--- config.mk ---
export PLATFORM = sky130hd
export DESIGN_NAME = load_align
export DESIGN_NICKNAME = d
export VERILOG_FILES = /design/src/axi_pkg.sv /design/src/load_align.sv
export SDC_FILE = /design/constraint.sdc
export NUM_CORES = 1
export LEC_CHECK = 0
export BUFFER_PORTS_ARGS = -buffer_cell sky130_fd_sc_hd__buf_2
export CAP_MARGIN = 20
export CORE_ASPECT_RATIO = 1.75
export CORE_MARGIN = 2
export CORE_UTILIZATION = 23
export DETAILED_ROUTE_END_ITERATION = 10
export PLACE_DENSITY_LB_ADDON = 0.12
export SYNTH_ARGS = -nofsm -noshare
export SYNTH_HDL_FRONTEND = slang
export SYNTH_SLANG_ARGS = --single-unit
--- constraint.sdc ---
create_clock -name vclk -period 2.4
set_input_delay 0.24 -clock vclk [all_inputs]
set_output_delay 0.24 -clock vclk [all_outputs]
set_load 0.1 [all_outputs]
--- src/axi_pkg.sv ---
package axi_pkg;

	// AXI4 channel field widths
	localparam int AXI_DATA_WIDTH   = 64;
	localparam int AXI_ADDR_WIDTH   = 64;
	localparam int AXI_ID_WIDTH     = 4;
	localparam int AXI_LEN_WIDTH    = 8;
	localparam int AXI_SIZE_WIDTH   = 3;
	localparam int AXI_BURST_WIDTH  = 2;
	localparam int AXI_RESP_WIDTH   = 2;
	localparam int AXI_PROT_WIDTH   = 3;
	localparam int AXI_CACHE_WIDTH  = 4;
	localparam int AXI_QOS_WIDTH    = 4;
	localparam int AXI_REGION_WIDTH = 4;
	localparam int AXI_USER_WIDTH   = 1;

	localparam logic [AXI_BURST_WIDTH-1:0] BURST_INCR = 2'b01;

	localparam logic [AXI_RESP_WIDTH-1:0] RESP_OKAY   = 2'b00;
	localparam logic [AXI_RESP_WIDTH-1:0] RESP_SLVERR = 2'b10;

	// Byte lane within one data beat
	localparam int BEAT_OFFSET_WIDTH = $clog2(AXI_DATA_WIDTH / 8);
	localparam int WORD_ADDR_WIDTH   = AXI_ADDR_WIDTH - BEAT_OFFSET_WIDTH;

	// CPU access size, log2 of the byte count
	localparam int CPU_SIZE_WIDTH = 2;
	localparam logic [CPU_SIZE_WIDTH-1:0] CPU_SIZE_B = 2'd0;
	localparam logic [CPU_SIZE_WIDTH-1:0] CPU_SIZE_H = 2'd1;
	localparam logic [CPU_SIZE_WIDTH-1:0] CPU_SIZE_W = 2'd2;
	localparam logic [CPU_SIZE_WIDTH-1:0] CPU_SIZE_D = 2'd3;

	// Backing memory, power of two deep
	localparam int MEM_WORDS       = 256;
	localparam int MEM_INDEX_WIDTH = $clog2(MEM_WORDS);

endpackage

--- src/load_align.sv ---
module load_align (
	input  logic [axi_pkg::CPU_SIZE_WIDTH-1:0]    cpu_size_i,
	input  logic                                  cpu_signed_i,
	input  logic [axi_pkg::BEAT_OFFSET_WIDTH-1:0] beat_offset_i,
	input  logic [axi_pkg::AXI_DATA_WIDTH-1:0]    beat_data_i,
	output logic [axi_pkg::AXI_DATA_WIDTH-1:0]    load_data_o
);

	logic [axi_pkg::AXI_DATA_WIDTH-1:0] shifted;
	logic                               fill_bit;

	// Selected bytes down to lane 0
	assign shifted = beat_data_i >> {beat_offset_i, 3'b000};

	always_comb begin
		case (cpu_size_i)
			axi_pkg::CPU_SIZE_B: fill_bit = cpu_signed_i & shifted[7];
			axi_pkg::CPU_SIZE_H: fill_bit = cpu_signed_i & shifted[15];
			axi_pkg::CPU_SIZE_W: fill_bit = cpu_signed_i & shifted[31];
			default:             fill_bit = 1'b0;
		endcase
	end

	always_comb begin
		case (cpu_size_i)
			axi_pkg::CPU_SIZE_B: begin
				load_data_o = {{56{fill_bit}}, shifted[7:0]};
			end
			axi_pkg::CPU_SIZE_H: begin
				load_data_o = {{48{fill_bit}}, shifted[15:0]};
			end
			axi_pkg::CPU_SIZE_W: begin
				load_data_o = {{32{fill_bit}}, shifted[31:0]};
			end
			default: begin
				load_data_o = shifted; // Full doubleword, nothing to extend
			end
		endcase
	end

endmodule

==> flow_metrics.py, run 1 <==
metrics = {
    "sta": {
        "final_hold_viol_count": 0,
        "worst_slew_margin_rel_pct": 50.5,
        "setup_repair_after_global_routing_missed_its_margin": "true",
        "max_slew.worst_pin.slew_ns": 0.742,
        "finalHoldWorstSlack_ns": 0.922,
        "finalSetupViolCount": 0,
        "maxClockFrequency_mhz": 426,
        "final.period_utilization_pct": 97.8,
        "min_clock_period_post_route_ns": 2.35,
        "final_setup_tns_ns": 0,
        "slew_viols_final": 0,
    },
    "pwr": {
        "power.net_switching_uw": 1340,
        "seq_power_share_pct": 0,
        "power_report.internal_total_uw": 716,
        "power-per-cell-area_nw_per_um2": 448,
        "power.ir.vdd_worst_mv": 0.278,
        "power.share.clock_pct": 0,
        "share_comb_of_total_power_pct": 100.0,
        "p_leak_uw": 0.00189,
        "swShare_pct": 65.1,
        "total_power_uw": 2050,
    },
    "job": {
        "max_cap_violations": 0,
    },
    "detailed_routing": {
        "drc": 0,
        "avgRoutedWirePerCell_um": 19.9,
        "via_per_inst": 5.33,
        "drt_pass1_iterations": 4,
        "dr_total_vias": 2952,
        "drt_wl_total_um": 11000,
        "detailed_route_iter0_violations": 116,
        "antenna_left": 0,
    },
    "die": {
        "die-height_um": 136,
        "core-area_um2": 9790,
        "floorplan.die_area_um2": 10800,
        "die_w_um": 79.6,
        "floorplan_row_count": 48,
        "initial_utilization_pct": 23.5,
        "top_level_ports": 134,
    },
    "layout": {
        "regArea_um2": 0,
        "n_sequential_cell": 0,
        "fin_nets": 505,
        "post_route_cells_drive_above_1_share_pct": 60.1,
        "insertedDiodeCount": 0,
        "layout-area-overhead-vs-synth_pct": 99.2,
        "post-route-cell-area_um2": 4580,
        "num-clock-buffers": 0,
    },
    "synth": {
        "synth.avg_cell_area_um2": 7.59,
        "synth-seq-area-share_pct": 0,
        "synthesis.instances": 303,
        "yosys_warnings": 0,
        "synth.distinct_cells": 27,
        "syn_area_um2": 2300,
        "synth.net_count": 377,
    },
    "placed_design": {
        "placed_cell_area_um2": 4500,
        "buffer_ports.inserted": 134,
        "hpwl_um": 8790,
        "gp_congestion": 0.866,
    },
    "hold_path": {
        "timing.hold.worst_endpoint": "load_data_o[57]",
        "worstHoldStart": "beat_data_i[57]",
        "worstHoldPathType": "input port to output pin",
        "worstHoldPathCells": 4,
    },
    "global_route": {
        "grt_pass1_vias": 3189,
        "groute.usage.overall_pct": 19.7,
        "number_of_antenna_violations_at_the_first_check_in_global_routing": 0,
        "pin_count_of_the_biggest_net_entering_global_routing": 45,
        "wire_length_of_the_first_global_routing_pass_um": 16800,
        "grt-ovfl-total": 0,
    },
    "cts": {
        "hold_buffers": 0,
    },
    "critical_path": {
        "crit_chain": "buf_4 > mux2_2 > o31ai_1 > o21ba_2 > o31ai_4 > buf_4 > buf_12 > o22ai_2 > buf_12",
        "critical_path_arrival_ns": 2.11,
        "critPathSlowestCell": "sky130_fd_sc_hd__mux2_2",
        "critPathMaxFanout": 17,
        "setup.worst_path.end_class": "output pin",
        "crit_buf_inv": 4,
        "cpLargestDelayFamily": "buffers and inverters",
        "critical_path_class": "input port to output pin",
        "worstSetupStartpointType": "input port",
        "worst-endpoint-required_ns": 2.16,
        "slowest_delay_ns": 0.36,
    },
    "status": {
        "outcome": "complete, no violations",
    },
}
[per-stage QoR]
| step | cells | setup slack (ns) | utilization [%] |
|---|---|---|---|
| after floorplan | 303 | -0.303 | - |
| after global placement | 551 | -0.0606 | 46.0 |
| after detailed placement | 551 | -0.0650 | 46.0 |
| after CTS | 552 | -0.0405 | 46.3 |
| after global routing | 554 | -0.0163 | 46.8 |
| final | 554 | 0.0527 | 46.8 |
[power groups by stage]
stage	registers, uW	clock network, uW	logic, uW
finish	0	0	2050
global route	0	0	2130
CTS	0	0	2050
detailed placement	0	0	2030
global placement	0	0	2030
floorplan	0	0	1360
[worst max path at each step]
stage	from	to	slack [ns]	cells after the start
6_report	beat_offset_i[0]	load_data_o[53]	0.05	9
5_1_grt	beat_offset_i[0]	load_data_o[53]	-0.02	9
4_1_cts	beat_offset_i[0]	load_data_o[55]	-0.04	8
3_5_place_dp	beat_offset_i[0]	load_data_o[50]	-0.06	8
3_3_place_gp	beat_offset_i[0]	load_data_o[54]	-0.06	8
2_1_floorplan	beat_offset_i[0]	load_data_o[50]	-0.30	8
[synthesized netlist by cell type]
cell	instances	area (um^2)
sky130_fd_sc_hd__a211oi_1	14	105
sky130_fd_sc_hd__a21oi_1	4	20.0
sky130_fd_sc_hd__a21oi_4	1	16.3
sky130_fd_sc_hd__and3_1	7	43.8
sky130_fd_sc_hd__buf_1	2	7.51
sky130_fd_sc_hd__buf_2	9	45.0
sky130_fd_sc_hd__buf_6	6	67.6
sky130_fd_sc_hd__buf_8	1	15.0
sky130_fd_sc_hd__clkbuf_1	16	60.1
sky130_fd_sc_hd__ha_1	4	50.1
sky130_fd_sc_hd__inv_1	12	45.0
sky130_fd_sc_hd__mux2_2	12	135
sky130_fd_sc_hd__mux2i_1	44	440
sky130_fd_sc_hd__mux4_2	21	473
sky130_fd_sc_hd__nand2_1	38	143
sky130_fd_sc_hd__nand2b_1	7	43.8
sky130_fd_sc_hd__nor2_1	9	33.8
sky130_fd_sc_hd__nor2b_1	9	56.3
sky130_fd_sc_hd__nor3_1	2	10.0
sky130_fd_sc_hd__o211ai_1	1	7.51
sky130_fd_sc_hd__o21ai_0	21	105
sky130_fd_sc_hd__o21ai_1	32	160
sky130_fd_sc_hd__o21ba_2	1	10.0
sky130_fd_sc_hd__o22ai_1	26	163
sky130_fd_sc_hd__o31ai_1	2	15.0
sky130_fd_sc_hd__o31ai_4	1	21.3
sky130_fd_sc_hd__or2_2	1	6.26
[per-layer routing]
| layer | vias up | global-route usage (%) | part of all wire, % |
|---|---|---|---|
| met3 | 14 | 1.39 | 3.9 |
| li1 | 1414 | - | - |
| met4 | 0 | 4.21 | 2.3 |
| met5 | - | 0 | 0 |
| met2 | 87 | 39.8 | 58 |
| met1 | 1437 | 21.5 | 35 |
[placed cells by master, fill, tap and decap left out, drive strengths merged, types with 2 or more instances in the layout]
cell and count:
a21oi 5, a211oi 14, buf 160, inv 12, nor3 2, o31ai 3
nand2 38, mux2i 44, mux4 21, ha 4, nor2 9, and3 7
nand2b 7, o22ai 26, nor2b 9, o21ai 53, mux2 12
[cell families after synthesis]
family | Yosys count | share of synthesized area [%]
buffers and inverters | 46 | 10.5
muxes | 77 | 45.6
and+or+nand+nor | 73 | 14.6
AOI/OAI and AO/OA | 103 | 27.1
adders and majority gates | 4 | 2.18
[layout make-up]
class                           instances  area, um^2
Multi-Input combinational cell        257        2560
Inverter                               12        45.0
Timing Repair Buffer                  160        1820
Tap cell                              125         156
Fill cell                             964        5210
[timing repair]
item | in CTS | in global routing
hold endpoints to repair | 0 | 0
gates resized for setup | 2 | 6
setup endpoints to repair | 20 | 59
cloned | 1 | 0
setup buffers | 0 | 2
pin swaps | 1 | 1
[worst min-delay path, stage by stage]
cell	delay, ns
sky130_fd_sc_hd__buf_2	0.13
sky130_fd_sc_hd__nand2_1	0.07
sky130_fd_sc_hd__o21ai_2	0.07
sky130_fd_sc_hd__buf_12	0.16
(Power assumes the default switching activity.)
==> run 2: changes to the inputs <==
ABC_AREA = 1   (was not set)
GPL_TIMING_DRIVEN = 0   (was not set)
==> run 2 against run 1 <==
Compared with the run above:
- hold slack better by 0.12 ns
- fmax is 1.2% higher
- utilization is 14 points lower
- first-iteration DRC count is 140% higher
- critical path depth stayed put
- die area is 3.1% lower
- clock-buffer cell count stayed put
- flip-flop and latch count stayed put
- final cell count is 31% higher
==> flow_metrics.py, run 2 <==
metrics = {
    "cts": {
        "hold_buffers": 0,
        "post_cts.repair.setup_buffers": 0,
    },
    "sta": {
        "setup_repair_after_global_routing_missed_its_margin": "false",
        "worst_slew_margin_rel_pct": 54.8,
        "final.period_utilization_pct": 96.6,
        "slew_viols_final": 0,
        "final_setup_tns_ns": 0,
        "finalHoldWorstSlack_ns": 1.04,
        "final_hold_viol_count": 0,
        "maxClockFrequency_mhz": 431,
        "max_slew.worst_pin.slew_ns": 0.678,
        "min_clock_period_post_route_ns": 2.32,
        "finalSetupViolCount": 0,
    },
    "layout": {
        "final_core_density_pct": 33.1,
        "layout-area-overhead-vs-synth_pct": 40.2,
        "post_route_cells_drive_above_1_share_pct": 30.6,
        "fillers": 1158,
        "regArea_um2": 0,
        "fin_nets": 677,
        "layout_commonest_cell": "sky130_fd_sc_hd__nand2_1",
        "num-clock-buffers": 0,
        "multi_input_area_um2": 1940,
        "n_sequential_cell": 0,
        "layout.cells.most_common_list": "206 x sky130_fd_sc_hd__nand2_1, 131 x sky130_fd_sc_hd__buf_2, 54 x sky130_fd_sc_hd__nand3_1",
        "post_layout_nonfiller_instances": 723,
        "insertedDiodeCount": 0,
    },
    "placed_design": {
        "gp_congestion": 0.927,
        "buffer_ports.inserted": 133,
        "hpwl_um": 10300,
        "post-place-cells": 723,
    },
    "pwr": {
        "power.ir.vdd_worst_mv": 0.239,
        "power-per-cell-area_nw_per_um2": 474,
        "p_leak_uw": 0.00192,
        "total_power_uw": 1480,
    },
    "critical_path": {
        "critPathMaxFanout": 10,
        "critical_path_class": "input port to output pin",
        "worst-endpoint-required_ns": 2.16,
        "crit_buf_inv": 4,
        "worstSetupStartpointType": "input port",
        "slowest_delay_ns": 0.47,
        "cp_num_cells": 9,
        "critPathSlowestCell": "sky130_fd_sc_hd__o21ai_0",
        "cpLargestDelayFamily": "buffers and inverters",
        "path_common_cell": "sky130_fd_sc_hd__buf_2",
        "setup.worst_path.end_class": "output pin",
        "crit_chain": "buf_2 > buf_4 > buf_2 > o21ai_0 > nand2_1 > a21oi_1 > o21ai_0 > nand2_1 > buf_2",
        "critical_path_arrival_ns": 2.08,
    },
    "synth": {
        "yosysMostFrequentCell": "sky130_fd_sc_hd__nand2_1",
        "synthesis.instances": 468,
        "synth-seq-area-share_pct": 0,
        "synth.top_cells.by_count": "206 x sky130_fd_sc_hd__nand2_1, 54 x sky130_fd_sc_hd__nand3_1, 46 x sky130_fd_sc_hd__o21ai_0",
        "synth.distinct_cells": 25,
        "netlist_top_cells_area": "sky130_fd_sc_hd__nand2_1 35%, sky130_fd_sc_hd__nand3_1 12%, sky130_fd_sc_hd__o21ai_0 10%",
        "synth_top_area_cell": "sky130_fd_sc_hd__nand2_1",
        "yosys_warnings": 0,
        "synth.avg_cell_area_um2": 4.75,
        "synth.net_count": 542,
        "synth.top_cell.area_share_pct": 34.8,
        "syn_area_um2": 2220,
    },
    "hold_path": {
        "worstHoldPathType": "input port to output pin",
        "worstHoldPathCells": 4,
    },
    "detailed_routing": {
        "avgRoutedWirePerCell_um": 18.3,
        "via_per_inst": 5.18,
        "drt_pass1_iterations": 5,
        "drt_wl_total_um": 13200,
        "antenna_left": 0,
        "drc": 0,
        "dr_total_vias": 3746,
        "detailed_route_iter0_violations": 273,
    },
    "job": {
        "max_cap_violations": 0,
    },
    "die": {
        "die-height_um": 134,
        "core-area_um2": 9410,
        "die_w_um": 78.3,
        "floorplan.die_area_um2": 10500,
        "initial_utilization_pct": 23.6,
        "floorplan_row_count": 47,
        "top_level_ports": 134,
    },
    "global_route": {
        "groute.usage.overall_pct": 24.1,
        "pin_count_of_the_biggest_net_entering_global_routing": 11,
        "wire_length_of_the_first_global_routing_pass_um": 19800,
        "grt_pass1_vias": 3710,
        "grt-ovfl-total": 0,
        "number_of_antenna_violations_at_the_first_check_in_global_routing": 0,
    },
    "status": {
        "outcome": "complete, no violations",
    },
}
-- run 2: cell types whose count changed in the layout (fill, tap and decap cells not counted), moves of 19 or more --
cell / delta
sky130_fd_sc_hd__buf_12: -62
sky130_fd_sc_hd__buf_2: +56
sky130_fd_sc_hd__mux2i_1: -37
sky130_fd_sc_hd__mux4_2: -21
sky130_fd_sc_hd__nand2_1: +168
sky130_fd_sc_hd__nand3_1: +54
sky130_fd_sc_hd__o21ai_0: +30
sky130_fd_sc_hd__o21ai_2: -19
sky130_fd_sc_hd__o21ai_4: -20
-- run 2: cell type report --
class / instances / area share [%]
Multi-Input combinational cell: 400 / 62.2
Tap cell: 122 / 4.90
Buffer: 38 / 6.74
Timing Repair Buffer: 133 / 22.4
Inverter: 30 / 3.73
-- run 2: what timing repair did --
item | in CTS | in global routing
endpoints found under the setup margin | 35 | 40
pin swaps | 0 | 0
gates cloned | 0 | 0
resized for setup | 4 | 30
-- run 2: kinds of logic after synthesis --
logic type | count (synthesis) | synth area share, %
and+or+nand+nor | 300 | 57.6
muxes | 6 | 2.70
adders and majority gates | 4 | 2.25
AOI/OAI and AO/OA | 90 | 23.5
buffers and inverters | 68 | 13.9
-- run 2: tightest hold or removal path, cell delays in order --
cell and delay [ns]:
sky130_fd_sc_hd__buf_2 0.12, sky130_fd_sc_hd__nand4_1 0.08, sky130_fd_sc_hd__nand2_1 0.06, sky130_fd_sc_hd__buf_2 0.29
-- run 2: per-stage QoR --
step	instance area, um^2	setup WS, ns
2_1_floorplan	2240	0.156
3_3_place_gp	3060	-0.268
3_5_place_dp	3060	-0.231
4_1_cts	3070	0.0106
5_1_grt	3120	0.00114
6_report	3120	0.0811
-- run 2: where the power goes --
| group | total [uW] | switching [uW] | internal [uW] |
|---|---|---|---|
| Sequential | 0 | 0 | 0 |
| Combinational | 1480 | 1210 | 273 |
| Clock | 0 | 0 | 0 |
-- run 2: layer usage --
metal | track usage, % | vias up | wire (um)
li1 | - | 1808 | -
met1 | 28.5 | 1684 | 5090
met2 | 45.3 | 226 | 6870
met3 | 1.48 | 28 | 804
met4 | 7.80 | 0 | 433
met5 | 0 | - | 0
-- run 2: path summary, 6_finish.rpt --
path / from / slack, ns / endpoint
setup / recovery: beat_offset_i[0] / 0.08 / load_data_o[17]
hold / removal: beat_data_i[56] / 1.04 / load_data_o[56]
