**config.mk**
```make
export PLATFORM = sky130hd
export DESIGN_NAME = axi_read_master
export DESIGN_NICKNAME = d
export VERILOG_FILES = /design/src/axi_pkg.sv /design/src/axi_read_master.sv
export SDC_FILE = /design/constraint.sdc
export NUM_CORES = 1
export LEC_CHECK = 0
export BUFFER_PORTS_ARGS = -buffer_cell sky130_fd_sc_hd__buf_2
export CORE_AREA = 3 3 126 128
export CTS_CLUSTER_SIZE = 10
export DETAILED_ROUTE_END_ITERATION = 8
export DIE_AREA = 0 0 129 131
export PLACE_DENSITY_LB_ADDON = 0.05
export SLEW_MARGIN = 10
export SYNTH_ARGS = -nofsm -noshare
export SYNTH_HDL_FRONTEND = slang
export SYNTH_SLANG_ARGS = --single-unit
```
**constraint.sdc**
```tcl
create_clock -name clk -period 7.8 [get_ports clk]
set_input_delay 0.78 -clock clk [delete_from_list [all_inputs] [get_ports clk]]
set_output_delay 0.78 -clock clk [all_outputs]
set_load 0.01 [all_outputs]
```
**src/axi_pkg.sv**
```systemverilog
package axi_pkg;

	// AXI4 channel field widths
	localparam int AXI_DATA_WIDTH   = 64;
	localparam int AXI_ADDR_WIDTH   = 64;
	localparam int AXI_ID_WIDTH     = 4;
	localparam int AXI_LEN_WIDTH    = 8;
	localparam int AXI_SIZE_WIDTH   = 3;
	localparam int AXI_BURST_WIDTH  = 2;
	localparam int AXI_RESP_WIDTH   = 2;
	localparam int AXI_PROT_WIDTH   = 3;
	localparam int AXI_CACHE_WIDTH  = 4;
	localparam int AXI_QOS_WIDTH    = 4;
	localparam int AXI_REGION_WIDTH = 4;
	localparam int AXI_USER_WIDTH   = 1;

	localparam logic [AXI_BURST_WIDTH-1:0] BURST_INCR = 2'b01;

	localparam logic [AXI_RESP_WIDTH-1:0] RESP_OKAY   = 2'b00;
	localparam logic [AXI_RESP_WIDTH-1:0] RESP_SLVERR = 2'b10;

	// Byte lane within one data beat
	localparam int BEAT_OFFSET_WIDTH = $clog2(AXI_DATA_WIDTH / 8);
	localparam int WORD_ADDR_WIDTH   = AXI_ADDR_WIDTH - BEAT_OFFSET_WIDTH;

	// CPU access size, log2 of the byte count
	localparam int CPU_SIZE_WIDTH = 2;
	localparam logic [CPU_SIZE_WIDTH-1:0] CPU_SIZE_B = 2'd0;
	localparam logic [CPU_SIZE_WIDTH-1:0] CPU_SIZE_H = 2'd1;
	localparam logic [CPU_SIZE_WIDTH-1:0] CPU_SIZE_W = 2'd2;
	localparam logic [CPU_SIZE_WIDTH-1:0] CPU_SIZE_D = 2'd3;

	// Backing memory, power of two deep
	localparam int MEM_WORDS       = 256;
	localparam int MEM_INDEX_WIDTH = $clog2(MEM_WORDS);

endpackage

```
**src/axi_read_master.sv**
```systemverilog
module axi_read_master (
	input  logic                                   clk,
	input  logic                                   reset_n,
	input  logic                                   cpu_ar_valid_i,
	input  logic [axi_pkg::AXI_ID_WIDTH-1:0]       cpu_id_i,
	input  logic [axi_pkg::AXI_ADDR_WIDTH-1:0]     cpu_addr_i,
	input  logic [axi_pkg::AXI_LEN_WIDTH-1:0]      cpu_len_i,
	input  logic [axi_pkg::CPU_SIZE_WIDTH-1:0]     cpu_size_i,
	output logic                                   cpu_ar_ready_o,
	output logic                                   cpu_r_valid_o,
	output logic [axi_pkg::AXI_DATA_WIDTH-1:0]     cpu_r_data_o,
	output logic [axi_pkg::AXI_RESP_WIDTH-1:0]     cpu_r_resp_o,
	output logic                                   cpu_r_last_o,
	output logic [axi_pkg::BEAT_OFFSET_WIDTH-1:0]  beat_offset_o,
	output logic                                   axi_ar_valid_o,
	input  logic                                   axi_ar_ready_i,
	output logic [axi_pkg::AXI_ID_WIDTH-1:0]       axi_ar_id_o,
	output logic [axi_pkg::AXI_ADDR_WIDTH-1:0]     axi_ar_addr_o,
	output logic [axi_pkg::AXI_LEN_WIDTH-1:0]      axi_ar_len_o,
	output logic [axi_pkg::AXI_SIZE_WIDTH-1:0]     axi_ar_size_o,
	output logic [axi_pkg::AXI_BURST_WIDTH-1:0]    axi_ar_burst_o,
	output logic [axi_pkg::AXI_PROT_WIDTH-1:0]     axi_ar_prot_o,
	output logic [axi_pkg::AXI_USER_WIDTH-1:0]     axi_ar_user_o,
	output logic                                   axi_ar_lock_o,
	output logic [axi_pkg::AXI_CACHE_WIDTH-1:0]    axi_ar_cache_o,
	output logic [axi_pkg::AXI_QOS_WIDTH-1:0]      axi_ar_qos_o,
	output logic [axi_pkg::AXI_REGION_WIDTH-1:0]   axi_ar_region_o,
	output logic                                   axi_r_ready_o,
	input  logic                                   axi_r_valid_i,
	input  logic [axi_pkg::AXI_DATA_WIDTH-1:0]     axi_r_data_i,
	input  logic [axi_pkg::AXI_RESP_WIDTH-1:0]     axi_r_resp_i,
	input  logic                                   axi_r_last_i,
	input  logic [axi_pkg::AXI_ID_WIDTH-1:0]       axi_r_id_i,
	input  logic [axi_pkg::AXI_USER_WIDTH-1:0]     axi_r_user_i
);

	typedef enum logic [1:0] {
		ST_IDLE,
		ST_ADDR,
		ST_DATA
	} state_t;

	state_t state;
	state_t state_next;

	logic cpu_accept;
	logic ar_fire;
	logic r_fire;
	logic beat_bad;

	// Request held for the whole burst
	logic [axi_pkg::AXI_ID_WIDTH-1:0]          req_id;
	logic [axi_pkg::WORD_ADDR_WIDTH-1:0]       req_word;
	logic [axi_pkg::AXI_LEN_WIDTH-1:0]         req_len;
	logic [axi_pkg::CPU_SIZE_WIDTH-1:0]        req_size;
	logic [axi_pkg::BEAT_OFFSET_WIDTH-1:0]     req_offset;
	logic [axi_pkg::AXI_DATA_WIDTH-1:0]        req_mask;

	// Byte lanes covered by one access
	function automatic logic [axi_pkg::AXI_DATA_WIDTH-1:0] lane_mask(
		input logic [axi_pkg::CPU_SIZE_WIDTH-1:0]    size,
		input logic [axi_pkg::BEAT_OFFSET_WIDTH-1:0] offset
	);
		logic [axi_pkg::AXI_DATA_WIDTH-1:0] m;
		case (size)
			axi_pkg::CPU_SIZE_B: m = 64'h0000_0000_0000_00ff;
			axi_pkg::CPU_SIZE_H: m = 64'h0000_0000_0000_ffff;
			axi_pkg::CPU_SIZE_W: m = 64'h0000_0000_ffff_ffff;
			default:             m = '1;
		endcase
		return m << {offset, 3'b000};
	endfunction

	assign cpu_accept = cpu_ar_valid_i & cpu_ar_ready_o;
	assign ar_fire    = axi_ar_valid_o & axi_ar_ready_i;
	assign r_fire     = axi_r_valid_i & axi_r_ready_o;

	// Stray ID or poisoned RUSER turns the beat into an error
	assign beat_bad = (axi_r_id_i != req_id) | (|axi_r_user_i);

	always_comb begin
		state_next = state;
		case (state)
			ST_IDLE: if (cpu_accept) state_next = ST_ADDR;
			ST_ADDR: if (ar_fire) state_next = ST_DATA;
			ST_DATA: if (r_fire && axi_r_last_i) state_next = ST_IDLE;
			default: state_next = ST_IDLE;
		endcase
	end

	always_ff @(posedge clk) begin
		if (!reset_n) begin
			state          <= ST_IDLE;
			cpu_ar_ready_o <= 1'b0;
		end else begin
			state          <= state_next;
			cpu_ar_ready_o <= (state_next == ST_IDLE);
		end
	end

	always_ff @(posedge clk) begin
		if (cpu_accept) begin
			req_id     <= cpu_id_i;
			req_word   <= cpu_addr_i[axi_pkg::AXI_ADDR_WIDTH-1:axi_pkg::BEAT_OFFSET_WIDTH];
			req_len    <= cpu_len_i;
			req_size   <= cpu_size_i;
			req_offset <= cpu_addr_i[axi_pkg::BEAT_OFFSET_WIDTH-1:0];
			req_mask   <= lane_mask(cpu_size_i, cpu_addr_i[axi_pkg::BEAT_OFFSET_WIDTH-1:0]);
		end
	end

	assign axi_ar_valid_o  = (state == ST_ADDR);
	assign axi_r_ready_o   = (state == ST_DATA);
	assign axi_ar_id_o     = req_id;
	assign axi_ar_addr_o   = {req_word, {axi_pkg::BEAT_OFFSET_WIDTH{1'b0}}}; // Word aligned
	assign axi_ar_len_o    = req_len;
	assign axi_ar_size_o   = {1'b0, req_size};
	assign axi_ar_burst_o  = axi_pkg::BURST_INCR;
	assign axi_ar_prot_o   = '0;
	assign axi_ar_user_o   = '0;
	assign axi_ar_lock_o   = 1'b0;
	assign axi_ar_cache_o  = '0;
	assign axi_ar_qos_o    = '0;
	assign axi_ar_region_o = '0;
	assign beat_offset_o   = req_offset;

	always_ff @(posedge clk) begin
		if (!reset_n) begin
			cpu_r_valid_o <= 1'b0;
			cpu_r_last_o  <= 1'b0;
			cpu_r_resp_o  <= '0;
		end else begin
			cpu_r_valid_o <= r_fire; // One pulse per beat
			cpu_r_last_o  <= r_fire & axi_r_last_i;
			if (r_fire)
				cpu_r_resp_o <= beat_bad ? axi_pkg::RESP_SLVERR : axi_r_resp_i;
		end
	end

	always_ff @(posedge clk) begin
		if (r_fire)
			cpu_r_data_o <= axi_r_data_i & req_mask;
	end

endmodule

```
==> results by stage, run 1 <==
Floorplanning:
- The standard-cell row count is 45.
- The die area is approximately 0.017 mm^2.
- The die outline width is approximately 130 um.
- The initial utilization of the core area, before any placement, comes to 37.48%.
- In this run the standard cell core region covers 0.01498 mm^2.
- The boundary pin count is 327.
- In this run the vertical extent of the chip is 131 um.

Yosys:
- After synthesis the cells add up to 0.005613 mm^2.
- In the post-synthesis netlist, the biggest area contributors are sky130_fd_sc_hd__edfxtp_1, sky130_fd_sc_hd__and2_1, sky130_fd_sc_hd__buf_4.
- The total of warnings raised by yosys is 0.
- The per-instance average area after synthesis is approximately 19 um^2.
- The flop and latch count out of synthesis is ~160.
- The primary flip-flop cell chosen by synthesis mapping is sky130_fd_sc_hd__edfxtp_1.
- The proportion of synthesized chip area in sequential cells is 82.75%.
- The synthesized netlist cell count is 300.
- The number of synthesized flops with an enable pin is 150.
- The biggest area contributor in the post-synthesis netlist is sky130_fd_sc_hd__edfxtp_1.
- In the synthesized netlist the async set-or-reset flop fraction comes to 0%.
- Summed over its instances, the top area cell type makes up between 80 and 90% of the synthesized netlist area.
- The count of cell types in the netlist is 31.

Power:
- VDD sags by at most 0.1736 mV.
- Combinational cells account for 6.3% of the total power.
- The total power is between 1.5 and 2 mW.
- Internal power comes to approximately 1.5 mW.
- The share of total power dissipated in sequential elements is about half.
- In this run, the clock network consumes around 44% of the power.
- For this design the ratio of total power to cell area is ~250 mW/mm^2.
- The switching share of total power is 20.08%.
- Summed over all cells, the static leakage comes to between 3 and 4 nW.
- The switching power is between 0.3 and 0.4 mW.

Hold path:
- The worst hold path passes through 2 cells.
- The beginning of the worst hold path is cpu_r_resp_o[0].
- The terminating pin of the worst hold path is cpu_r_resp_o[0].
- The tightest min-delay check is of the reg2reg type.

Detailed routing:
- The vias after detailed routing is around 3.6k.
- The number of search-and-repair iterations in the first detailed-routing pass is 4.
- The total DRC errors in the routed layout is 0.
- The routed length per placed instance is ~17 um.
- The detail route stage leaves a number of antenna-violating nets equal to 0.
- The via density per instance is around 4.4.
- Wires add up to ~14000 um.
- The violation count after the first detailed-route iteration is 159.

Timing:
- Setup repair after global routing left no endpoint under its margin.
- Setup violations remaining at the end of the flow were counted as 0.
- The number of pins with negative max-slew slack in the final report is 0.
- Timing would allow up to about 500 MHz.
- The setup TNS is 0 ns.
- The final setup skew is a little under 0.009 ns.
- The final period utilization is roughly a quarter.
- The number of hold violations in the final report is 0.
- The routed design could run at a clock period as short as 2.003 ns.
- The worst hold slack is 0.5037 ns.
- The worst max-slew margin expressed relative to the limit is roughly a quarter.
- The actual transition at the worst max-transition pin is roughly 1.1 ns.

Clock network:
- The TritonCTS clock tree is done.
- The post-CTS setup buffer count is 0.
- The register clock-pin slew on the reported worst setup and hold paths is about 0.06 ns.
- The number of gates resized after cts is 0.
- The master cell of the clock root buffer is sky130_fd_sc_hd__clkbuf_16.
- The clock insertion delay at the later pin of the skew report is 0.41 ns.
- The clock net in this run drives a total of roughly 160 sinks.
- The H-tree depth is 4.
- The deepest clock path buffer count is 2.
- TritonCTS created 17 clock buffers.
- For this design, the CTS-stage hold fixing added 0 buffers.

Final layout:
- The cell area after layout is about 0.008 mm^2.
- The growth of design area from synthesis to finish is 39.97%.
- Leaving out fill and tap cells, the most frequent cell in the layout is sky130_fd_sc_hd__buf_2.
- The number of inserted filler cells in the final layout is 1316.
- For this run, the post-layout net count is a little under 800.
- Leaving out fill and tap cells, the most frequent cells in the layout are sky130_fd_sc_hd__buf_2, sky130_fd_sc_hd__edfxtp_1, sky130_fd_sc_hd__and2_1.
- In the final layout, the share of cells above drive strength 1 is a little over half.

Outcome:
- The flow ran to the end, and the final reports show no timing, DRC or antenna violations.

Worst setup path:
- In this design, the stage delay of the slowest critical-path cell is roughly 0.42 ns.
- The largest individual stage delay along the critical path comes from the cell sky130_fd_sc_hd__dfxtp_1.
- The startpoint of the lowest-slack register-to-register path is state[1].
- The worst setup path is launched from a flop.
- At the worst endpoint, the arrival time is about 1.2 ns.
- The critical register-to-register path endpoint is cpu_r_data_o[44].
- The worst register-to-register path has a depth of 2.
- The required time of the worst setup path is between 7 and 8 ns.
- The flop-to-flop setup slack is slightly below 6 ns.
- The worst setup path category is reg2out.
- The maximum fanout count along the critical path is 6.
- Traced cell by cell, the critical path runs through and2b_2 -> buf_2.
- The endpoint kind of the worst setup timing path is a primary output.

GRT:
- The wire length of the first global-routing pass is between 15000 and 20000 um.
- Global routing finished with a remaining overflow of 0.
- The pin count of the biggest net entering global routing is 88.
- The all-layer global routing usage is between 10% and 20%.
- The via count of the first global-routing pass is 3612.
- The initial antenna violation count is 1.

Placed design:
- The placer congestion estimate is about 0.74.
- The count of input and output buffers is about 300.
- The post-detailed-placement cell area is between 0.007 and 0.008 mm^2.
- After legalization and detailed placement, the total HPWL measured just over 10000 um.

Run:
- The number of max-capacitance violations reported is 0.
[worst max path at each step]
| stage | startpoint | to | slack (ns) |
|---|---|---|---|
| global placement | axi_r_valid_i | cpu_r_data_o[3] | 5.43 |
| global route | state[0] | axi_r_ready_o | 5.73 |
| floorplan | cpu_ar_valid_i | state[0] | 4.51 |
| finish | state[0] | axi_r_ready_o | 5.80 |
| detailed placement | axi_r_valid_i | cpu_r_data_o[3] | 5.40 |
| CTS | state[0] | axi_r_ready_o | 5.78 |
[kinds of logic (layout without fill, tap and decap cells)]
logic type	Yosys count	count (layout)	synth area share (%)
xor gates and xnor gates	4	4	0.9587
muxes	1	1	0.1783
and+or+nand+nor	89	89	9.786
DFF	157	157	82.75
other	2	24	0.1338
buffers and inverters	29	336	3.700
AOI/OAI and AO/OA	18	18	2.497
[routing by layer]
metal	GRT usage [%]	part of all wire [%]	up-vias
met3	8.537	12	21
met5	0	0	-
met1	16.15	35	1691
li1	-	-	1692
met2	25.37	50	197
met4	7.227	2.4	0
[synth_stat cells (3+ instances only)]
cell	number
sky130_fd_sc_hd__edfxtp_1	150
sky130_fd_sc_hd__and2_1	66
sky130_fd_sc_hd__buf_4	23
sky130_fd_sc_hd__dfxtp_1	7
sky130_fd_sc_hd__nor2_1	6
sky130_fd_sc_hd__a211oi_1	4
sky130_fd_sc_hd__buf_2	4
sky130_fd_sc_hd__nor3_1	4
sky130_fd_sc_hd__nand2_1	3
sky130_fd_sc_hd__o21a_1	3
sky130_fd_sc_hd__xnor2_1	3
[power by group through the flow]
stage	Sequential [mW]	Clock, mW	Combinational (mW)
final	0.969	0.842	0.123
after floorplan	0.999	0	0.0485
after detailed placement	0.987	0	0.124
after global routing	0.972	0.895	0.136
after CTS	0.969	0.863	0.125
after global placement	0.986	0	0.123
[metrics by stage]
step           util [%]  setup WS, ns  cells
3_5_place_dp      48.41         5.398    785
3_3_place_gp      48.41         5.434    785
2_1_floorplan         -         4.513    321
4_1_cts           52.44         5.782    816
6_report          52.46         5.797    817
5_1_grt           52.46         5.728    817
[state kept, by name, indices dropped and copies added (netlist names)]
signal          count
state               2
cpu_r_valid_o       1
req_word           61
req_mask            8
cpu_r_resp_o        2
axi_ar_id_o         4
cpu_r_data_o       64
cpu_ar_ready_o      1
req_size            2
beat_offset_o       3
cpu_r_last_o        1
axi_ar_len_o        8
[critical path, delay by kind of cell (launching register included)]
family | cells | cell delay [ns]
DFF | 1 | 0.42
and+or+nand+nor | 1 | 0.25
buffers and inverters | 1 | 0.14
[area by class of cell]
type / count / area [um^2] / share of cell area [%]
clock inverter: 13 / 173.9 / 2.214
inverter: 1 / 3.754 / 0.04778
clock buffer: 18 / 429.2 / 5.463
tap: 188 / 235.2 / 2.994
sequential: 157 / 4644 / 59.12
multi-input combinational: 135 / 843.3 / 10.73
timing repair buffer: 304 / 1524 / 19.40
antenna: 1 / 2.502 / 0.03185
No activity file was read; power rests on OpenSTA's default activity.
==> run 2, diff against run 1 <==
Settings changed: ABC_AREA set to 1, CORE_AREA 3 3 126 128 to unset, CORE_MARGIN set to 3, CORE_UTILIZATION set to 39, DIE_AREA 0 0 129 131 to unset.
Clock period 7.8 ns to 1.8 ns, I/O delays scaled along.
==> run 2 against run 1 <==
Count of clock-buffer cells in the layout is 3 higher. First-iteration DRC count up 55%. Highest routed layer is now met5. Total power grew to 4.5 times the previous value. Clock skew is 0.00085 ns higher. Global-route usage up 3.1 points. Non-clock buffer count rose by 78. Synthesized cell count rose by 29%. Sequential share of layout area shrank 5.8 points. Critical path type is now reg2reg. Critical path depth up 4.
==> results by stage, run 2 <==
Worst setup path:
- The critical path's slowest cell is sky130_fd_sc_hd__clkinvlp_4.
- The worst setup path category is reg2reg.
- Data on the critical path arrives at its endpoint at approximately 1.8 ns.
- On the worst path, the slowest cell contributes a delay of 0.34 ns.
- STA classifies the critical path endpoint as a flop.
- The kind of launch point of the worst setup path is a flop.
- The required time of the worst setup path is approximately 2.1 ns.
- Traced cell by cell, the critical path runs through nand2_2 -> clkinvlp_4 -> buf_12 -> o21ai_2 -> nand2_1 -> nor2_1.
- Counting cells, the worst reg-to-reg path comes to 6.
- Along the worst path, the maximum fanout reaches 32.

Detailed routing:
- The total detailed-routing wirelength is approximately 15000 um.
- In the routed layout, each cell is associated on average with a via count of roughly 4.3.
- The first routing iteration left 247 violations.
- After detailed routing, the average wire length per cell comes to 15.33 um.
- The total DRC errors in the routed layout is 0.
- The count of nets left with antenna violations once routing finished came out at 0.
- Summing over every cut layer, the via total after detailed routing is around 4.2k.
- The number of search-and-repair iterations in the first detailed-routing pass is 4.

Clock network:
- The clock tree synthesis step divided the H-tree into 4 levels.
- For the worst-skew pair, the clock arrives at the later sink with an insertion delay of 0.42 ns.
- The number of gates resized after cts is 0.
- The number of buffers inserted during clock tree synthesis is 17.
- After clock tree synthesis, the clock-pin slew on the worst setup and hold paths is 0.06 ns.
- The deepest clock path buffer count is 2.
- The tree is rooted in a sky130_fd_sc_hd__clkbuf_16.
- The clock sink count is 157.
- TritonCTS built the clock tree.

Final layout:
- For this run, the share of the core covered by cells in the final layout is just over 60%.
- The largest register by flop count is cpu_r_data_o.
- The final instance count without filler cells is approximately 1000.
- The register with the most flip-flops in the layout has 64 of them.
- The largest registers in the layout are cpu_r_data_o (64), req_word (61).
- The library cell used most frequently in the layout, excluding fill and tap cells, is sky130_fd_sc_hd__buf_2.
- The growth of design area from synthesis to finish is 53.97%.
- The final layout contains 933 nets.
- The repair_antennas step left the layout with diodes totalling 0.
- The fraction of final layout cells with drive strength greater than 1 is a little over two fifths.
- The top cell types in the final layout, fill and taps aside, are sky130_fd_sc_hd__buf_2, sky130_fd_sc_hd__edfxtp_1, sky130_fd_sc_hd__inv_1.

Power:
- The analysis attributes to cell leakage a power of 4.176 nW.
- The power per cell area is between 1000 and 1500 mW/mm^2.
- The worst ir drop on vdd is between 0.6 and 0.7 mV.

Timing:
- Setup violations remaining at the end of the flow were counted as 0.
- The number of hold violations in the final report is 0.
- Setup repair after global routing left no endpoint under its margin.
- Across the routed clock network, the largest skew measured is between 0.009 and 0.01 ns.
- The post-layout minimum cycle time is 1.411 ns.
- The final period utilization is around four fifths.
- The number of pins with negative max-slew slack in the final report came to 0.
- The maximum clock rate is 708.7 MHz.

Yosys:
- Counting flops with an async set or reset pin after synthesis yields a share of 0%.
- The proportion of synthesized chip area in sequential cells is between 80% and 90%.
- The total of warnings raised by yosys is 0.
- The flop and latch count out of synthesis is 157.
- The number of synthesized flops with an enable pin is 150.
- The library cell with the largest summed area after synthesis is sky130_fd_sc_hd__edfxtp_1.
- The top-area cell type share of the netlist area is 79.56%.
- After synthesis, the cell types taking the most area are sky130_fd_sc_hd__edfxtp_1, sky130_fd_sc_hd__inv_1, sky130_fd_sc_hd__nand2_1.
- For this run, the leading register cell type out of synthesis is sky130_fd_sc_hd__edfxtp_1.
- After synthesis, the netlist uses 22 different library cells.
- The commonest cells after synthesis are sky130_fd_sc_hd__edfxtp_1, sky130_fd_sc_hd__inv_1, sky130_fd_sc_hd__nand2_1.
- The synthesized area is between 0.005 and 0.006 mm^2.
- The per-instance average area after synthesis is roughly 15 um^2.
- The most frequent cell after synthesis is sky130_fd_sc_hd__edfxtp_1.
- The synthesized netlist cell count is 387.

Floorplanning:
- The standard-cell row count is 43.
- The die covers about 0.016 mm^2.
- The initial utilization of the core area, before any placement, comes to between 40% and 50%.
- Pin placement for this block handled about 330 I/O pins.
- The height of the die is between 100 and 150 um.
- The die outline width is 126.5 um.
- The total area inside the core boundary comes to around 0.014 mm^2.

Placed design:
- During placement, the flow inserted port buffers numbering about 300.
- The detailed-placement wirelength estimate is ~11000 um.
- The total instance count after detailed placement is 864.
- The placer congestion estimate is 0.7556.

GRT:
- The first global-routing pass estimated approximately 23000 um of wire.
- After global routing the overflow that remains totals 0.
- The all-layer global routing usage is 18.47%.
- The initial antenna violation count is 1.
- Entering global routing, the biggest net connects between 40 and 50 pins.
- The via count of the first global-routing pass is roughly 4.4k.

Hold path:
- The path class of the lowest-slack min-delay path is in2reg.
- Along the worst hold path, the cell count comes to 3.

Run:
- The number of max-capacitance violations reported is 0.

Outcome:
- The flow ran to the end, and the final reports show no timing, DRC or antenna violations.
==> run 2: power by group <==
| group | switching, mW | total, mW | leakage (nW) | internal [mW] |
|---|---|---|---|---|
| Combinational | 0.412 | 0.794 | 2.45 | 0.382 |
| Sequential | 0.0673 | 4.27 | 1.44 | 4.21 |
| Clock | 1.36 | 3.67 | 0.281 | 2.31 |
==> run 2: cells by family (layout without fill, tap and decap cells) <==
logic type | Yosys count | count (layout) | synth area share (%)
DFF | 157 | 157 | 82.03
and+or+nand+nor | 101 | 101 | 7.226
buffers and inverters | 111 | 494 | 8.884
other | 2 | 23 | 0.1326
AOI/OAI and AO/OA | 15 | 15 | 1.569
xor gates and xnor gates | 1 | 1 | 0.1547
==> run 2: metrics by stage <==
step	setup TNS (ns)	total power [mW]	setup WS, ns	hold slack [ns]	instance area (um^2)
final	0	8.740	0.3891	0.01898	8717
after global routing	0	9.077	0.2532	0.004497	8717
after CTS	0	8.807	0.3563	0.001433	8717
after detailed placement	0	5.016	0.3688	0.3581	7358
after global placement	0	5.001	0.3755	0.3560	7358
after floorplan	-22.88	4.662	-0.2762	0.2789	5752
==> run 2: worst max-delay path, delay by kind of cell (launching register included) <==
kind	cells	cell delay, ns
flops	1	0.32
simple gates	3	0.22
compound gates	1	0.16
buf+inv	2	0.65
==> run 2: area by class of cell <==
class | instances | area [um^2]
inverter | 80 | 304.0
multi-input combinational | 140 | 599.3
sequential | 157 | 4646
timing repair buffer | 382 | 2335
fill | 1121 | 5325
clock inverter | 11 | 167.7
tap | 180 | 225.2
clock buffer | 21 | 440.4
==> run 2: final timing paths <==
path                    start                to  slack, ns
max            cpu_ar_ready_o    cpu_ar_ready_o       0.39
min          axi_r_data_i[42]  cpu_r_data_o[42]       0.02
max reg2reg    cpu_ar_ready_o    cpu_ar_ready_o       0.39
min reg2reg   cpu_r_resp_o[1]   cpu_r_resp_o[1]       0.54
==> run 2: per-layer routing <==
layer | vias up | share of wire, % | wire length (um) | global-route usage [%]
li1 | 2003 | - | - | -
met1 | 1889 | 34 | 5103 | 19.27
met2 | 239 | 52 | 7733 | 32.47
met3 | 38 | 10 | 1524 | 7.368
met4 | 2 | 3.4 | 506 | 8.707
met5 | - | 0.087 | 13 | 0
==> run 2: what timing repair did <==
item	4_1_cts	5_1_grt
hold buffers	75	0
setup buffers	0	0
endpoints found under the hold margin	75	0
==> run 3, diff against run 2 <==
Clock period 1.8 ns to 1.28 ns, I/O delays scaled along.
==> run 3 against run 2 <==
Die area unchanged. Worst hold slack worse by 0.00090 ns. Non-clock buffer count is 74 higher. Count of clock-buffer cells in the layout decreased by 4. Final area up 8.4%. Critical path depth fell by 2. Total power rose by 37%. Highest routed layer is now met4. Critical path type is now reg2out.
==> results by stage, run 3 (synthesis results as in run 2) <==
Final layout:
- The library cell used most frequently in the layout, excluding fill and tap cells, is sky130_fd_sc_hd__buf_2.
- The fraction of final layout cells with drive strength greater than 1 is around two fifths.
- The library cells used most frequently in the layout, excluding fill and tap cells, are sky130_fd_sc_hd__buf_2, sky130_fd_sc_hd__edfxtp_1, sky130_fd_sc_hd__dlygate4sd3_1.
- The final net count is about 1k.
- The number of inserted filler cells in the final layout is 1012.
- The growth of design area from synthesis to finish is 66.89%.
- In the final layout, the registers with the most flip-flops are cpu_r_data_o (64), req_word (61).
- The count of cells in the finished layout, fillers not included, comes to approximately 1.0k.
- The count of inserted antenna diode cells is 0.
- The register with the most flip-flops in the layout has between 60 and 70 of them.
- The largest register by flop count is cpu_r_data_o.

Timing:
- The maximum clock rate is 826.9 MHz.
- The post-layout minimum cycle time is 1.209 ns.
- The number of hold violations in the final report was 0.
- Dividing the final minimum period by the clock period gives 94.48%.
- The worst hold slack is around 0.018 ns.
- The number of pins with negative max-slew slack in the final report is 0.
- The setup-violating endpoint count in the final report is 0.
- The final setup skew is 0.01234 ns.
- Setup repair after global routing could not meet its margin everywhere.

Worst setup path:
- Measured in cells, the most critical reg-to-reg path has a length of 4.
- At the worst endpoint, the arrival time is around 1.1 ns.
- Data on the critical path is required at its endpoint by ~1.2 ns.
- In this run the worst path has a maximum fanout of 3.
- Walking the worst path, the cells encountered are inv_2 -> nand2_4 -> inv_2 -> buf_4.
- The critical path is of the reg2out type.
- The largest single stage delay on the critical path is 0.33 ns.
- Among the stages of the critical path, the cell type that occurs most often is sky130_fd_sc_hd__inv_2.
- The critical register-to-register path endpoint is cpu_r_data_o[57].
- The worst setup path is launched from a flop.
- The startpoint of the lowest-slack register-to-register path is state[0].
- The setup check on the worst reg-to-reg path leaves a slack of around 0.13 ns.
- The critical path starts at state[0].
- The critical path's slowest cell is sky130_fd_sc_hd__dfxtp_2.
- STA classifies the critical path endpoint as a primary output.

Floorplanning:
- The die area is roughly 0.016 mm^2.
- The boundary pin count is 327.
- The total area inside the core boundary comes to between 0.01 and 0.015 mm^2.
- The standard-cell row count is 43.
- The starting density of the core is between 40% and 50%.
- The die outline width is approximately 130 um.
- In this run the vertical extent of the chip is ~130 um.

Clock network:
- The master cell of the clock root buffer is sky130_fd_sc_hd__clkbuf_16.
- In this run the deepest clock path goes through 2 buffers.
- In this run the number of H-tree levels came out at 4.
- The clock insertion delay at the later pin of the skew report is approximately 0.42 ns.
- The tree built by TritonCTS fans out to 157 sinks.
- The TritonCTS clock tree is done.
- The number of buffers inserted during clock tree synthesis is 17.
- The register clock-pin slew on the reported worst setup and hold paths is around 0.060 ns.

Power:
- The power per cell area is about 1300 mW/mm^2.
- The leakage component of the power is about 4.5 nW.
- The worst-case IR drop observed on VDD is between 0.8 and 0.9 mV.

Placed design:
- Including well taps, the total number of placed cells is 867.
- The HPWL after detailed placement is 10690 um.
- The count of input and output buffers is just over 300.
- The placer congestion estimate is slightly below 0.8.

Hold path:
- Counting instances, the worst hold path has a depth of 3.
- In this run the most critical hold path is launched from axi_r_data_i[9].
- The terminating pin of the worst hold path is cpu_r_data_o[9].
- The min-delay analysis places its worst path in the category in2reg.

Run:
- The number of max-capacitance violations reported is 0.

Detailed routing:
- The final layout contains routed wiring with a total length of 15690 um.
- Across all layers, the routed design uses about 4.4k vias.
- In the routed design, unresolved DRC markers number 0.
- The routed length on met1 is around 5400 um.
- The violation count after the first detailed-route iteration is 223.
- The number of search-and-repair iterations in the first detailed-routing pass is 4.
- The remaining antenna violation count is 0.
- Summed over all nets, wire length on met3 after detailed routing comes to around 1700 um.
- The routed length on met2 is 8347 um.
- In this run the top signal layer used is met4.
- The via density per instance is ~4.2.
- Dividing the detail-routed wire length by the instance count gives about 15 um.

Outcome:
- The flow ran to the end, and the final reports show no timing, DRC or antenna violations.

GRT:
- The wire length of the first global-routing pass is 23860 um.
- The pin count of the biggest net entering global routing is 37.
- The all-layer global routing usage is slightly below 20%.
- For this run the aggregate overflow at the end of global routing stands at 0.
- The initial antenna violation count is 0.
- The via count of the first global-routing pass came to around 4.7k.
## run 3: cell types whose count changed in the layout (fill, tap and decap cells not counted), moves of 3 or more
cell / previous run / this run
sky130_fd_sc_hd__buf_4: 1 / 4
sky130_fd_sc_hd__dlygate4sd3_1: 75 / 145
sky130_fd_sc_hd__clkbuf_1: 4 / 0
sky130_fd_sc_hd__clkinv_4: 1 / 4
sky130_fd_sc_hd__bufinv_16: 4 / 1
sky130_fd_sc_hd__buf_12: 3 / 6
## run 3: worst max-delay path by stage
stage	cells past startpoint	to
6_report	4	axi_r_ready_o
5_1_grt	6	req_mask[47]
4_1_cts	4	axi_r_ready_o
3_5_place_dp	4	cpu_r_data_o[12]
3_3_place_gp	4	cpu_r_data_o[62]
2_1_floorplan	5	cpu_ar_ready_o
## run 3: power breakdown
group	switching, mW	leakage, nW	internal (mW)	total (mW)
sequential	0.0954	1.44	5.91	6.01
clock	1.99	0.258	2.66	4.65
combinational	0.631	2.78	0.714	1.35
total	2.71	4.48	9.29	12.0
## run 3: stage by stage
stage	util, %	power [mW]	worst slack, ns	instance area (um^2)	TNS (ns)
floorplan	-	6.560	-0.7962	5759	-79.99
global placement	52.88	7.072	0.1504	7426	0
detailed placement	52.88	7.092	0.1213	7426	0
CTS	67.25	12.06	0.006347	9443	0
global route	67.29	12.47	0.0007043	9449	0
finish	67.29	12.00	0.07066	9449	0
## run 3: critical path: cells and delay by family (launching register included)
family	cells	cell delay [ns]
buffers and inverters	3	0.25
and+or+nand+nor	1	0.09
DFF	1	0.33
## run 3: layout make-up
class                   instances  area (um^2)  share of cell area, %
clock buffers                  17        425.4                  4.502
clock inverters                15        125.1                  1.324
inverters                      80        304.0                  3.218
multi-input cells             140        613.1                  6.488
flip-flops and latches        157         4648                  49.19
well taps                     180        225.2                  2.383
repair buffers                456         3108                  32.89
## run 3: timing repair
action                     in CTS  in global routing
hold endpoints to repair      146                  0
setup buffers                   1                  0
gates resized for setup         3                  3
hold buffers                  145                  0
setup endpoints to repair       2                  3
## run 3: layer usage
metal | up-vias | GRT usage [%]
li1 | 2150 | -
met5 | - | 0
met4 | 0 | 7.508
met3 | 23 | 8.800
met1 | 2012 | 20.02
met2 | 204 | 34.84
